$ cat src/hw/nexus_pkg.sv
// Nexus controller shared definitions

package nexus_pkg;

  // Register file geometry
  localparam int REG_COUNT = 16;
  localparam int ADDR_W = 4;

  // Number of clk_i cycles per UART bit
  localparam int UART_CLKS_PER_BIT = 16;
  // Width of the UART bit-period counter
  localparam int UART_CNT_W = $clog2(UART_CLKS_PER_BIT);
  // Start bit, eight data bits and one stop bit
  localparam int UART_FRAME_BITS = 10;

  // Depth of the SPI pin synchronizer
  localparam int SYNC_STAGES = 2;

  // Command opcodes carried in the first byte of every SPI frame
  // Values outside this list are illegal and raise the fault flag
  typedef enum logic [7:0] {
    OP_WRITE  = 8'h01,
    OP_READ   = 8'h02,
    OP_SEND   = 8'h03,
    OP_HALT   = 8'h04,
    OP_RESUME = 8'h05
  } opcode_e;

  // Position of the decoder inside an SPI frame
  typedef enum logic [1:0] {
    ST_OPCODE,
    ST_ADDR,
    ST_DATA,
    ST_IGNORE
  } dec_state_e;

  // One received SPI byte
  // The first flag marks the opening byte after chip select falls
  typedef struct packed {
    logic       first;
    logic [7:0] data;
  } spi_byte_t;

  // One complete command as seen by the execute stage
  // Address_bad is set when the upper nibble of the address byte is nonzero
  typedef struct packed {
    opcode_e             opcode;
    logic [ADDR_W-1:0]   address;
    logic [7:0]          data;
    logic                address_bad;
  } cmd_t;

endpackage

$ cat src/hw/spi_target.sv
// SPI target byte engine
`timescale 1ns/1ns

module spi_target (
  input  logic                 clk_i,
  input  logic                 rst_n_i,
  input  logic                 spi_clk_i,
  input  logic                 spi_csb_i,
  input  logic                 spi_mosi_i,
  input  logic [7:0]           reply_i,
  output logic                 spi_miso_o,
  output logic                 byte_valid_o,
  output nexus_pkg::spi_byte_t byte_o
);

  // Synchronizer chain for SPI clock, chip select and MOSI, in that bit order
  logic [nexus_pkg::SYNC_STAGES-1:0][2:0] pin_sync;
  logic       sclk_s;
  logic       csb_s;
  logic       mosi_s;
  // Previous synchronized levels for edge detection
  logic       sclk_q;
  logic       csb_q;
  // Registered edge events, one cycle behind the synchronizer output
  logic       rise_q;
  logic       fall_q;
  logic       cs_start_q;
  logic       mosi_q;
  // Receive and transmit shift registers
  logic [2:0] bit_cnt;
  logic [7:0] rx_shift;
  logic [7:0] tx_shift;
  logic       first_pend;

  assign {sclk_s, csb_s, mosi_s} = pin_sync[nexus_pkg::SYNC_STAGES-1];

  // MISO always shows the top bit of the transmit register
  assign spi_miso_o = tx_shift[7];

  always_ff @(posedge clk_i) begin
    if (!rst_n_i) begin
      // Idle pin levels are clock low and chip select high
      pin_sync     <= {nexus_pkg::SYNC_STAGES{3'b010}};
      sclk_q       <= 1'b0;
      csb_q        <= 1'b1;
      rise_q       <= 1'b0;
      fall_q       <= 1'b0;
      cs_start_q   <= 1'b0;
      bit_cnt      <= 3'd0;
      first_pend   <= 1'b1;
      tx_shift     <= 8'h00;
      byte_valid_o <= 1'b0;
    end else begin
      pin_sync   <= {pin_sync[nexus_pkg::SYNC_STAGES-2:0], {spi_clk_i, spi_csb_i, spi_mosi_i}};
      sclk_q     <= sclk_s;
      csb_q      <= csb_s;
      // SPI clock edges only count while the target is selected
      rise_q     <= sclk_s & ~sclk_q & ~csb_s;
      fall_q     <= ~sclk_s & sclk_q & ~csb_s;
      cs_start_q <= csb_q & ~csb_s;

      byte_valid_o <= 1'b0;
      if (csb_s) begin
        // Deselect rewinds the bit counter and arms the first-byte flag
        bit_cnt    <= 3'd0;
        first_pend <= 1'b1;
      end else if (rise_q) begin
        bit_cnt <= bit_cnt + 3'd1;
        if (bit_cnt == 3'd7) begin
          byte_valid_o <= 1'b1;
          first_pend   <= 1'b0;
        end
      end

      // A byte starts at chip select fall or at the falling edge after bit eight
      if (cs_start_q) begin
        tx_shift <= reply_i;
      end else if (fall_q) begin
        if (bit_cnt == 3'd0) begin
          tx_shift <= reply_i;
        end else begin
          tx_shift <= {tx_shift[6:0], 1'b0};
        end
      end
    end
  end

  // Received data path, MSB first
  always_ff @(posedge clk_i) begin
    mosi_q <= mosi_s;
    if (rise_q) begin
      rx_shift <= {rx_shift[6:0], mosi_q};
      if (bit_cnt == 3'd7) begin
        byte_o.data  <= {rx_shift[6:0], mosi_q};
        byte_o.first <= first_pend;
      end
    end
  end

endmodule

$ cat src/hw/cmd_decoder.sv
// SPI command decoder
`timescale 1ns/1ns

module cmd_decoder (
  input  logic                 clk_i,
  input  logic                 rst_n_i,
  input  logic                 byte_valid_i,
  input  nexus_pkg::spi_byte_t byte_i,
  output logic                 cmd_valid_o,
  output nexus_pkg::cmd_t      cmd_o
);

  nexus_pkg::dec_state_e state;
  nexus_pkg::cmd_t       cmd_q;
  nexus_pkg::opcode_e    op_in;
  logic                  take_opcode;

  // Incoming byte viewed as an opcode
  assign op_in = nexus_pkg::opcode_e'(byte_i.data);

  // A first byte always restarts the frame whatever state was left behind
  assign take_opcode = byte_i.first || (state == nexus_pkg::ST_OPCODE);

  assign cmd_o = cmd_q;

  always_ff @(posedge clk_i) begin
    if (!rst_n_i) begin
      state       <= nexus_pkg::ST_OPCODE;
      cmd_valid_o <= 1'b0;
    end else begin
      cmd_valid_o <= 1'b0;
      if (byte_valid_i) begin
        if (take_opcode) begin
          case (op_in)
            nexus_pkg::OP_WRITE,
            nexus_pkg::OP_READ,
            nexus_pkg::OP_SEND: state <= nexus_pkg::ST_ADDR;
            // Halt, resume and illegal opcodes go out at once
            default: begin
              cmd_valid_o <= 1'b1;
              state       <= nexus_pkg::ST_IGNORE;
            end
          endcase
        end else begin
          case (state)
            nexus_pkg::ST_ADDR: begin
              if (cmd_q.opcode == nexus_pkg::OP_WRITE) begin
                state <= nexus_pkg::ST_DATA;
              end else begin
                // Read and send are complete once the address is known
                cmd_valid_o <= 1'b1;
                state       <= nexus_pkg::ST_IGNORE;
              end
            end
            nexus_pkg::ST_DATA: begin
              cmd_valid_o <= 1'b1;
              state       <= nexus_pkg::ST_IGNORE;
            end
            // Trailing bytes are dropped until the next frame
            default: state <= nexus_pkg::ST_IGNORE;
          endcase
        end
      end
    end
  end

  // Command fields fill in as their bytes arrive
  always_ff @(posedge clk_i) begin
    if (byte_valid_i) begin
      if (take_opcode) begin
        cmd_q.opcode      <= op_in;
        cmd_q.address     <= '0;
        cmd_q.data        <= 8'h00;
        cmd_q.address_bad <= 1'b0;
      end else if (state == nexus_pkg::ST_ADDR) begin
        cmd_q.address     <= byte_i.data[nexus_pkg::ADDR_W-1:0];
        cmd_q.address_bad <= |byte_i.data[7:nexus_pkg::ADDR_W];
      end else if (state == nexus_pkg::ST_DATA) begin
        cmd_q.data <= byte_i.data;
      end
    end
  end

endmodule

$ cat src/hw/exec_stage.sv
// Command execute stage
`timescale 1ns/1ns

module exec_stage (
  input  logic            clk_i,
  input  logic            rst_n_i,
  input  logic            cmd_valid_i,
  input  nexus_pkg::cmd_t cmd_i,
  input  logic            tx_busy_i,
  output logic [7:0]      reply_o,
  output logic            tx_start_o,
  output logic [7:0]      tx_data_o,
  output logic            halted_o,
  output logic            fault_o
);

  logic [7:0] regs [nexus_pkg::REG_COUNT];
  logic       uses_addr;
  logic       bad_addr;
  logic       send_go;
  logic       send_drop;

  // Write, read and send all carry an address byte
  assign uses_addr = (cmd_i.opcode == nexus_pkg::OP_WRITE) ||
                     (cmd_i.opcode == nexus_pkg::OP_READ)  ||
                     (cmd_i.opcode == nexus_pkg::OP_SEND);
  assign bad_addr  = cmd_valid_i && uses_addr && cmd_i.address_bad;

  // Send is ignored while halted and dropped when the UART is still busy
  assign send_go   = cmd_valid_i && (cmd_i.opcode == nexus_pkg::OP_SEND) &&
                     !cmd_i.address_bad && !halted_o && !tx_busy_i;
  assign send_drop = cmd_valid_i && (cmd_i.opcode == nexus_pkg::OP_SEND) &&
                     !cmd_i.address_bad && !halted_o && tx_busy_i;

  always_ff @(posedge clk_i) begin
    if (!rst_n_i) begin
      halted_o   <= 1'b0;
      fault_o    <= 1'b0;
      tx_start_o <= 1'b0;
      reply_o    <= 8'h00;
      for (int i = 0; i < nexus_pkg::REG_COUNT; i++) begin
        regs[i] <= 8'h00;
      end
    end else begin
      tx_start_o <= send_go;
      // The fault flag is sticky until reset
      if (bad_addr || send_drop) begin
        fault_o <= 1'b1;
      end
      if (cmd_valid_i && !bad_addr) begin
        case (cmd_i.opcode)
          nexus_pkg::OP_WRITE: begin
            if (!halted_o) begin
              regs[cmd_i.address] <= cmd_i.data;
            end
          end
          // Reads work in both run and halt
          nexus_pkg::OP_READ:   reply_o  <= regs[cmd_i.address];
          nexus_pkg::OP_SEND:   ;
          nexus_pkg::OP_HALT:   halted_o <= 1'b1;
          nexus_pkg::OP_RESUME: halted_o <= 1'b0;
          default:              fault_o  <= 1'b1;
        endcase
      end
    end
  end

  // Byte handed to the UART together with the start strobe
  always_ff @(posedge clk_i) begin
    if (send_go) begin
      tx_data_o <= regs[cmd_i.address];
    end
  end

endmodule

$ cat src/hw/uart_tx.sv
// UART 8N1 transmitter
`timescale 1ns/1ns

module uart_tx (
  input  logic       clk_i,
  input  logic       rst_n_i,
  input  logic       start_i,
  input  logic [7:0] data_i,
  output logic       busy_o,
  output logic       tx_o
);

  logic [nexus_pkg::UART_CNT_W-1:0] clk_cnt;
  logic [3:0]                       bit_idx;
  // Remaining data bits with the stop bit on top
  logic [8:0]                       frame;

  always_ff @(posedge clk_i) begin
    if (!rst_n_i) begin
      busy_o  <= 1'b0;
      tx_o    <= 1'b1;
      clk_cnt <= '0;
      bit_idx <= 4'd0;
    end else if (!busy_o) begin
      if (start_i) begin
        // Start bit goes out on the cycle after the strobe
        busy_o  <= 1'b1;
        tx_o    <= 1'b0;
        clk_cnt <= '0;
        bit_idx <= 4'd0;
      end
    end else if (clk_cnt == nexus_pkg::UART_CNT_W'(nexus_pkg::UART_CLKS_PER_BIT - 1)) begin
      clk_cnt <= '0;
      if (bit_idx == 4'(nexus_pkg::UART_FRAME_BITS - 1)) begin
        // Stop bit finished so the line stays idle high
        busy_o <= 1'b0;
        tx_o   <= 1'b1;
      end else begin
        bit_idx <= bit_idx + 4'd1;
        tx_o    <= frame[0];
      end
    end else begin
      clk_cnt <= clk_cnt + 1'b1;
    end
  end

  // Data leaves LSB first, the stop bit shifts down behind it
  always_ff @(posedge clk_i) begin
    if (!busy_o && start_i) begin
      frame <= {1'b1, data_i};
    end else if (busy_o &&
                 clk_cnt == nexus_pkg::UART_CNT_W'(nexus_pkg::UART_CLKS_PER_BIT - 1)) begin
      frame <= {1'b1, frame[8:1]};
    end
  end

endmodule

$ cat src/hw/chip_nexus.sv
// Nexus controller chip top
`timescale 1ns/1ns

module chip_nexus (
  input  logic clk_i,
  input  logic rst_n_i,
  input  logic spi_clk_i,
  input  logic spi_csb_i,
  input  logic spi_mosi_i,
  output logic spi_miso_o,
  output logic uart_tx_o,
  output logic io_halted_o,
  output logic io_fault_o,
  output logic io_halted_n_o,
  output logic io_fault_n_o,
  output logic spi_clk_probe_o,
  output logic spi_csb_probe_o,
  output logic spi_mosi_probe_o,
  output logic spi_miso_probe_o
);

  nexus_pkg::spi_byte_t spi_byte;
  logic                 byte_valid;
  nexus_pkg::cmd_t      cmd;
  logic                 cmd_valid;
  logic [7:0]           reply;
  logic                 tx_start;
  logic [7:0]           tx_data;
  logic                 tx_busy;

  // SPI pins looped back for board debug
  assign spi_clk_probe_o  = spi_clk_i;
  assign spi_csb_probe_o  = spi_csb_i;
  assign spi_mosi_probe_o = spi_mosi_i;
  assign spi_miso_probe_o = spi_miso_o;

  // Inverted status copies for active-low indicators
  assign io_halted_n_o = ~io_halted_o;
  assign io_fault_n_o  = ~io_fault_o;

  spi_target i_spi_target (
    .clk_i        (clk_i),
    .rst_n_i      (rst_n_i),
    .spi_clk_i    (spi_clk_i),
    .spi_csb_i    (spi_csb_i),
    .spi_mosi_i   (spi_mosi_i),
    .reply_i      (reply),
    .spi_miso_o   (spi_miso_o),
    .byte_valid_o (byte_valid),
    .byte_o       (spi_byte)
  );

  cmd_decoder i_cmd_decoder (
    .clk_i        (clk_i),
    .rst_n_i      (rst_n_i),
    .byte_valid_i (byte_valid),
    .byte_i       (spi_byte),
    .cmd_valid_o  (cmd_valid),
    .cmd_o        (cmd)
  );

  exec_stage i_exec_stage (
    .clk_i       (clk_i),
    .rst_n_i     (rst_n_i),
    .cmd_valid_i (cmd_valid),
    .cmd_i       (cmd),
    .tx_busy_i   (tx_busy),
    .reply_o     (reply),
    .tx_start_o  (tx_start),
    .tx_data_o   (tx_data),
    .halted_o    (io_halted_o),
    .fault_o     (io_fault_o)
  );

  uart_tx i_uart_tx (
    .clk_i   (clk_i),
    .rst_n_i (rst_n_i),
    .start_i (tx_start),
    .data_i  (tx_data),
    .busy_o  (tx_busy),
    .tx_o    (uart_tx_o)
  );

endmodule

$ cat config.mk
export PLATFORM = sky130hd
export DESIGN_NAME = chip_nexus
export DESIGN_NICKNAME = d
export VERILOG_FILES = /design/src/hw/nexus_pkg.sv /design/src/hw/spi_target.sv /design/src/hw/cmd_decoder.sv /design/src/hw/exec_stage.sv /design/src/hw/uart_tx.sv /design/src/hw/chip_nexus.sv
export SDC_FILE = /design/constraint.sdc
export NUM_CORES = 1
export LEC_CHECK = 0
export ABC_CLOCK_PERIOD_IN_PS = 7700
export BUFFER_PORTS_ARGS = -buffer_cell sky130_fd_sc_hd__clkbuf_2
export CORE_ASPECT_RATIO = 1.2
export CORE_MARGIN = 5
export CORE_UTILIZATION = 65
export DETAILED_ROUTE_END_ITERATION = 6
export PLACE_DENSITY = 0.81
export SYNTH_ARGS = -nofsm -noshare
export SYNTH_HDL_FRONTEND = slang
export SYNTH_SLANG_ARGS = --single-unit
$ cat constraint.sdc
create_clock -name clk_i -period 7.7 [get_ports clk_i]
set_input_delay 1.54 -clock clk_i [delete_from_list [all_inputs] [get_ports clk_i]]
set_output_delay 1.54 -clock clk_i [all_outputs]
set_load 0.01 [all_outputs]
==> metrics.csv, run 1 <==
stage,metric,value,unit
timing,maxClockFrequency,0.229,GHz
setup_path,reg2reg_from,i_cmd_decoder.cmd_o[15],
logic_synthesis,synthTopCellsByCount,"edfxtp_1, nor2_1, mux2i_1, nand2_1, dfxtp_1",
setup_path,r2r_end,i_exec_stage.regs[1][0],
worst_hold_path,hp-start,i_spi_target.mosi_s,
layout,syn2layout_area_growth,8.83,%
setup_path,crit_path_max_fanout,42,
drt,drt_iter0_drc,621,
timing,setup_viol_count_final,0,
setup_path,arrival,4.48,ns
timing,hold_violations,0,
drt,wl_per_cell,21.1,µm
cts,cts.repair.resized,0,
floorplanning,core,15000,µm²
floorplanning,rows,49,
drt,dr.pass1.iters,5,
cts,cts_max_path_buffers,3,
timing,tightest_slew,1.30,ns
global_routing,grt_max_degree,65,
placement,dpl_cell_area,10100,µm²
logic_synthesis,synthFlopType,edfxtp_1,
cts,cts.htree.levels,1,
floorplanning,fp.dieW,123,µm
setup_path,end_kind,flip-flop,
layout,final_cells,1026,
drt,ant_nets,0,
timing,fin_tns_setup,0,ns
logic_synthesis,ys_seq_area_share,65.1,%
floorplanning,dieArea,17900,µm²
cts,clk_transition_reported_paths,0.06,ns
logic_synthesis,synthTopCellsByArea,"edfxtp_1, dfxtp_1, mux2i_1",
floorplanning,initial_utilization,66.4,%
layout,final_cell_area,10900,µm²
cts,cts_root_buf,clkbuf_16,
logic_synthesis,synthesis.area,9980,µm²
logic_synthesis,synth_most_common_cell,edfxtp_1,
timing,min_period,4.36,ns
setup_path,rrSetupSlack,4.38,ns
global_routing,grt_pass1_wl,33.8,mm
drt,vias,6322,
layout,drive_gt1_share,8.76,%
logic_synthesis,syn_area_per_cell,12.2,µm²
floorplanning,die_h,146,µm
power_and_ir_drop,power_density,236,nW/µm²
logic_synthesis,async_flop_share,0,%
timing,skew,0.0143,ns
global_routing,grt_pass1_vias,6332,
layout,diodes,0,
setup_path,reg2regPathDepth,5,
cts,cts_buffers,22,
power_and_ir_drop,ir_drop,0.214,mV
global_routing,grt_use_total,24.6,%
setup_path,cp-start-kind,primary input,
run,drv_cap,0,
drt,viasPerCell,6.16,
logic_synthesis,synth_top_area_share,54.5,%
worst_hold_path,holdCritPathClass,reg -> reg,
power_and_ir_drop,p_leak,3.78,nW
setup_path,crit_type,in -> reg,
logic_synthesis,synth-edff-count,181,
logic_synthesis,yosysTopAreaCell,edfxtp_1,
drt,routed_wirelength,21.6,mm
drt,drc,0,
logic_synthesis,synthCells,815,
logic_synthesis,synth_nets,829,
timing,relSlewSlack,12.6,%
global_routing,gr-total-overflow,0,
run_status,run_status,"finished, final reports clean",
timing,rsz0062_at_grt,false,
timing,fin_crit_sh,56.7,%
placement,placedCellCount,986,
global_routing,antenna_found_initial,0,
timing,maxSlewViolCount,0,
cts,clock-sinks,234,
setup_path,cp-startpoint,rst_n_i,
layout,finalNetCount,820,
setup_path,cp.required,7.82,ns
logic_synthesis,ys_seq_elements,234,
floorplanning,io_pins,15,
cts,clock_latency,0.51,ns
cts,holdBufCountCts,0,
cts,cts_tree,built,
placement,gp_congestion,0.860,
setup_path,crit_end,i_exec_stage.regs[1][0],
cts,post-cts-setup-buffer-count,0,
placement,portBuffers,14,
logic_synthesis,synth.distinct_cells,53,
placement,dp_hpwl,15.0,mm
logic_synthesis,ys_warn_count,0,
## cell usage in the layout, fill, tap and decap left out, types with 16 or more instances in the layout
master and count:
edfxtp_1 181, nor2_1 148, mux2i_1 76, nand2_1 71
dfxtp_1 52, a22oi_1 32, o21ai_0 24, clkbuf_16 24
a21oi_1 22, and2_1 16
## layout make-up
| class | count | area [µm²] |
|---|---|---|
| Tap cell | 204 | 255 |
| Clock buffer | 30 | 643 |
| Inverter | 14 | 52.6 |
| Multi-Input combinational cell | 516 | 3180 |
| Sequential cell | 234 | 6500 |
| Timing Repair Buffer | 18 | 100 |
| Fill cell | 947 | 4160 |
| Clock inverter | 10 | 129 |
## registers in the layout (all words and copies together) (netlist names), 2 cells and up, named ones only
signal	count
i_cmd_decoder.state	2
i_spi_target.rx_shift	7
i_exec_stage.regs	128
i_cmd_decoder.cmd_o	21
i_uart_tx.bit_idx	4
i_spi_target.pin_sync	4
i_exec_stage.tx_data_o	8
i_uart_tx.frame	8
i_uart_tx.clk_cnt	4
i_spi_target.bit_cnt	3
i_spi_target.byte_o	9
i_spi_target.tx_shift	8
i_exec_stage.reply_o	8
## critical path: stages
cell and delay [ns]:
clkbuf_2 0.70, and3b_1 0.26, and4_1 0.25, or3b_2 0.45, buf_4 0.31, o21ai_0 0.95
## cell families after synthesis
logic type / after synthesis / share of synthesized area [%]
xor+xnor: 3 / 0.263
buf+inv: 65 / 3.03
mux: 76 / 7.62
compound gates: 113 / 7.51
fa+ha+maj: 9 / 1.13
flops: 234 / 65.1
simple gates: 315 / 15.3
## report_power, final
| part | internal, mW | total, mW | leakage [nW] | switching [mW] |
|---|---|---|---|---|
| Combinational | 0.0107 | 0.0405 | 1.18 | 0.0298 |
| Sequential | 1.38 | 1.39 | 2.22 | 0.0110 |
| Clock | 0.688 | 1.13 | 0.382 | 0.444 |
| Total | 2.08 | 2.56 | 3.78 | 0.484 |
## per-layer routing
metal	vias to the layer above	global-route usage (%)	part of all wire, %
met1	3035	31.0	38
met2	293	41.7	50
met3	75	3.19	7.1
met4	0	12.0	4.7
li1	2919	-	-
met5	-	0	0
## per-stage QoR
| step | worst slack [ns] | utilization [%] | power [mW] | hold slack [ns] |
|---|---|---|---|---|
| 3_5_place_dp | 2.91 | 67.2 | 1.46 | 0.321 |
| 4_1_cts | 3.43 | 72.3 | 2.57 | 0.339 |
| 3_3_place_gp | 3.08 | 67.2 | 1.45 | 0.327 |
| 5_1_grt | 3.20 | 72.3 | 2.63 | 0.348 |
| 2_1_floorplan | 4.23 | - | 1.44 | 0.310 |
| 6_report | 3.34 | 72.3 | 2.56 | 0.338 |
## how the worst min path moves through the flow
stage                               end  slack, ns  cells past startpoint
floorplan           i_spi_target.mosi_q       0.31                      0
global placement    i_spi_target.mosi_q       0.33                      0
detailed placement  i_spi_target.mosi_q       0.32                      0
CTS                 i_spi_target.mosi_q       0.34                      0
global route        i_spi_target.mosi_q       0.35                      0
finish              i_spi_target.mosi_q       0.34                      0
(Power assumes the default switching activity.)
==> run 2: changes to the inputs <==
ABC_AREA = 1   (was not set)
ABC_CLOCK_PERIOD_IN_PS = 4400   (was 7700)
CORE_UTILIZATION = 63   (was 65)
PLACE_DENSITY = 0.79   (was 0.81)
clock period = 4.4 ns   (was 7.7 ns; I/O delays follow)
==> run 2 against run 1 <==
  * Design area grew 8.3%
  * Non-clock buffer count rose by 9
  * Area after synthesis grew 9.2%
  * Sequential power up 75%
  * Clock skew is 0.0012 ns higher
  * Highest routed layer unchanged
==> metrics.csv, run 2 <==
stage,metric,value,unit,change
timing,relSlewSlack,23.4,%,+11 points
cts,cts_root_buf,clkbuf_16,,
logic_synthesis,synth_most_common_cell,edfxtp_1,,
timing,min_period,3.02,ns,
power_and_ir_drop,ir_drop,0.448,mV,+110%
cts,cts.htree.levels,1,,unchanged
floorplanning,rows,52,,+6.1%
setup_path,r2r_end,i_exec_stage.regs[2][5],,
logic_synthesis,yosysTopAreaCell,edfxtp_1,,
setup_path,rrSetupSlack,1.38,ns,-3.00 ns
drt,wl_per_cell,18.0,µm,-15%
global_routing,gr-total-overflow,0,,unchanged
run_status,run_status,"finished, final reports clean",,
layout,largest_register,i_exec_stage.regs,,
placement,preCtsSetupSlack,1.07,ns,-1.84 ns
cts,holdBufCountCts,0,,unchanged
global_routing,grt_pass1_vias,6887,,+8.8%
layout,syn2layout_area_growth,7.89,%,
layout,layout_common_cells,"edfxtp_1, nand2_1, nor3_2",,
logic_synthesis,synthTopCellsByCount,"edfxtp_1, nand2_1, nor3_2, inv_1, nor2_1",,
setup_path,crit_type,reg -> reg,,
logic_synthesis,synth_top_area_share,49.9,%,-4.6 points
layout,multi_input_area,3610,µm²,+14%
placement,dpl_cell_area,11000,µm²,+8.7%
global_routing,grt_use_total,22.4,%,-2.2 points
timing,fin_tns_setup,0,ns,unchanged
logic_synthesis,synthFlopType,edfxtp_1,,
global_routing,grt_pass1_wl,35.4,mm,+4.6%
setup_path,cp.required,4.53,ns,-3.29 ns
drt,ant_nets,0,,unchanged
power_and_ir_drop,p_leak,4.33,nW,+14%
logic_synthesis,synthCells,1015,,+25%
placement,dp_hpwl,13.8,mm,-8.1%
layout,final_common_cell,edfxtp_1,,
layout,diodes,0,,unchanged
logic_synthesis,async_flop_share,0,%,unchanged
floorplanning,core,16900,µm²,+13%
logic_synthesis,synth-edff-count,181,,unchanged
layout,fill_cells,1219,,+29%
power_and_ir_drop,power_density,384,nW/µm²,+63%
drt,routed_wirelength,22.1,mm,+2.5%
worst_hold_path,hold_depth,0,,unchanged
drt,viasPerCell,5.76,,-6.6%
floorplanning,io_pins,15,,unchanged
cts,cts_max_path_buffers,3,,unchanged
setup_path,end_kind,flip-flop,,
cts,cts_buffers,24,,+9.1%
cts,post-cts-setup-buffer-count,0,,unchanged
logic_synthesis,synthesis.area,10900,µm²,+9.2%
cts,cts_tree,built,,
floorplanning,fp.dieW,130,µm,+5.7%
drt,dr.pass1.iters,5,,unchanged
cts,clock-sinks,234,,unchanged
run,drv_cap,0,,unchanged
cts,clock_latency,0.51,ns,about the same
logic_synthesis,ys_seq_area_share,59.6,%,-5.5 points
layout,final_cell_area,11800,µm²,+8.3%
timing,hold_violations,0,,unchanged
logic_synthesis,synth_nets,1029,,+24%
setup_path,cp-start-kind,flip-flop,,
layout,finalNetCount,1013,,+24%
global_routing,antenna_found_initial,0,,unchanged
timing,maxClockFrequency,0.331,GHz,
setup_path,crit_path_max_fanout,29,,-31%
layout,largest_register_ffs,128,,unchanged
worst_hold_path,hp-start,i_spi_target.mosi_s,,
layout,drive_gt1_share,19.7,%,+11 points
floorplanning,dieArea,20000,µm²,+12%
worst_hold_path,holdCritPathClass,reg -> reg,,
global_routing,grt_max_degree,94,,+45%
placement,portBuffers,14,,unchanged
timing,setup_viol_count_final,0,,unchanged
cts,cts.repair.resized,0,,unchanged
layout,seq_area,6500,µm²,about the same
timing,maxSlewViolCount,0,,unchanged
drt,vias,7081,,+12%
setup_path,reg2reg_from,i_cmd_decoder.cmd_o[18],,
timing,fin_crit_sh,68.7,%,
floorplanning,die_h,154,µm,+5.7%
logic_synthesis,ys_seq_elements,234,,unchanged
setup_path,arrival,3.15,ns,-1.33 ns
timing,fin_ws,1.38,ns,-1.96 ns
cts,clk_transition_reported_paths,0.06,ns,about the same
timing,tightest_slew,1.14,ns,-0.161 ns
floorplanning,initial_utilization,64.4,%,-2.0 points
drt,drt_iter0_drc,580,,-6.6%
logic_synthesis,ys_warn_count,0,,unchanged
logic_synthesis,syn_area_per_cell,10.7,µm²,-12%
timing,skew,0.0155,ns,+0.00118 ns
logic_synthesis,synth.distinct_cells,35,,-34%
drt,drc,0,,unchanged
setup_path,reg2regPathDepth,7,,+2
placement,gp_congestion,0.846,,-1.7%
worst_hold_path,min_to,i_spi_target.mosi_q,,
timing,rsz0062_at_grt,false,,
logic_synthesis,synthTopCellsByArea,"edfxtp_1, nor3_2, dfxtp_1",,
run 2: cell types whose count changed in the layout (fill, tap and decap cells not counted), sizes merged, moves of 16 or more:
cell,before,now
inv,15,112
o21ai,24,69
nor2,158,90
and2,16,0
nand2,71,148
mux2i,76,0
nand3,14,70
nor3,3,132
a22oi,32,0
o211ai,8,30
run 2: worst max-delay path by stage:
stage / startpoint / to / cells past startpoint
floorplan: rst_n_i / i_exec_stage.regs[0][0] / 4
global placement: rst_n_i / i_exec_stage.regs[2][7] / 5
detailed placement: rst_n_i / i_exec_stage.regs[2][5] / 5
CTS: i_cmd_decoder.cmd_o[18] / i_exec_stage.regs[2][3] / 7
global route: i_cmd_decoder.cmd_o[17] / i_exec_stage.regs[2][1] / 7
finish: i_cmd_decoder.cmd_o[18] / i_exec_stage.regs[2][5] / 7
run 2: power breakdown:
part / switching [mW] / internal, mW / leakage (nW) / total (mW)
sequential: 0.0142 / 2.41 / 2.24 / 2.43
clock: 0.815 / 1.21 / 0.381 / 2.02
combinational: 0.0500 / 0.0175 / 1.71 / 0.0676
run 2: layout make-up:
cell class              count  share of cell area (%)
flip-flops and latches    234                    55.3
clock buffers              26                    5.35
inverters                 112                    3.57
well taps                 216                    2.30
repair buffers             27                    1.43
multi-input cells         600                    30.7
clock inverters            15                    1.39
run 2: cells by family (layout without fill, tap and decap cells):
kind of cell / count (synthesis) / count (layout) / synth area share, %
AO/OA/AOI/OAI: 133 / 133 / 7.14
XOR/XNOR: 1 / 1 / 0.0804
adder cells (fa/ha/maj): 9 / 9 / 1.03
buffers and inverters: 181 / 180 / 7.30
flip-flops: 234 / 234 / 59.6
AND/OR/NAND/NOR: 457 / 457 / 24.9
run 2: metal layers:
layer  routed length, µm  global-route usage [%]  up-vias
li1                    -                       -     3450
met2               11100                    37.8      241
met4                 800                    8.51        0
met5                   0                       0        -
met3                1420                    3.78       66
met1                8800                    29.0     3324
run 2: worst max-delay path, cell delays in order (launching register included):
cell and delay [ns]:
edfxtp_1 0.39, inv_1 0.08, nand2_1 0.07, nor2_2 0.24, nand2_2 0.16, nor2_8 0.19
nand4_4 0.47, o21ai_0 1.02
run 2: metrics by stage:
step | std cells | power (mW) | hold slack (ns) | utilization, %
6_report | 1230 | 4.52 | 0.327 | 69.5
5_1_grt | 1230 | 4.66 | 0.333 | 69.5
4_1_cts | 1230 | 4.54 | 0.330 | 69.5
3_5_place_dp | 1189 | 2.54 | 0.316 | 64.8
3_3_place_gp | 1189 | 2.54 | 0.315 | 64.8
2_1_floorplan | 1015 | 2.51 | 0.310 | -
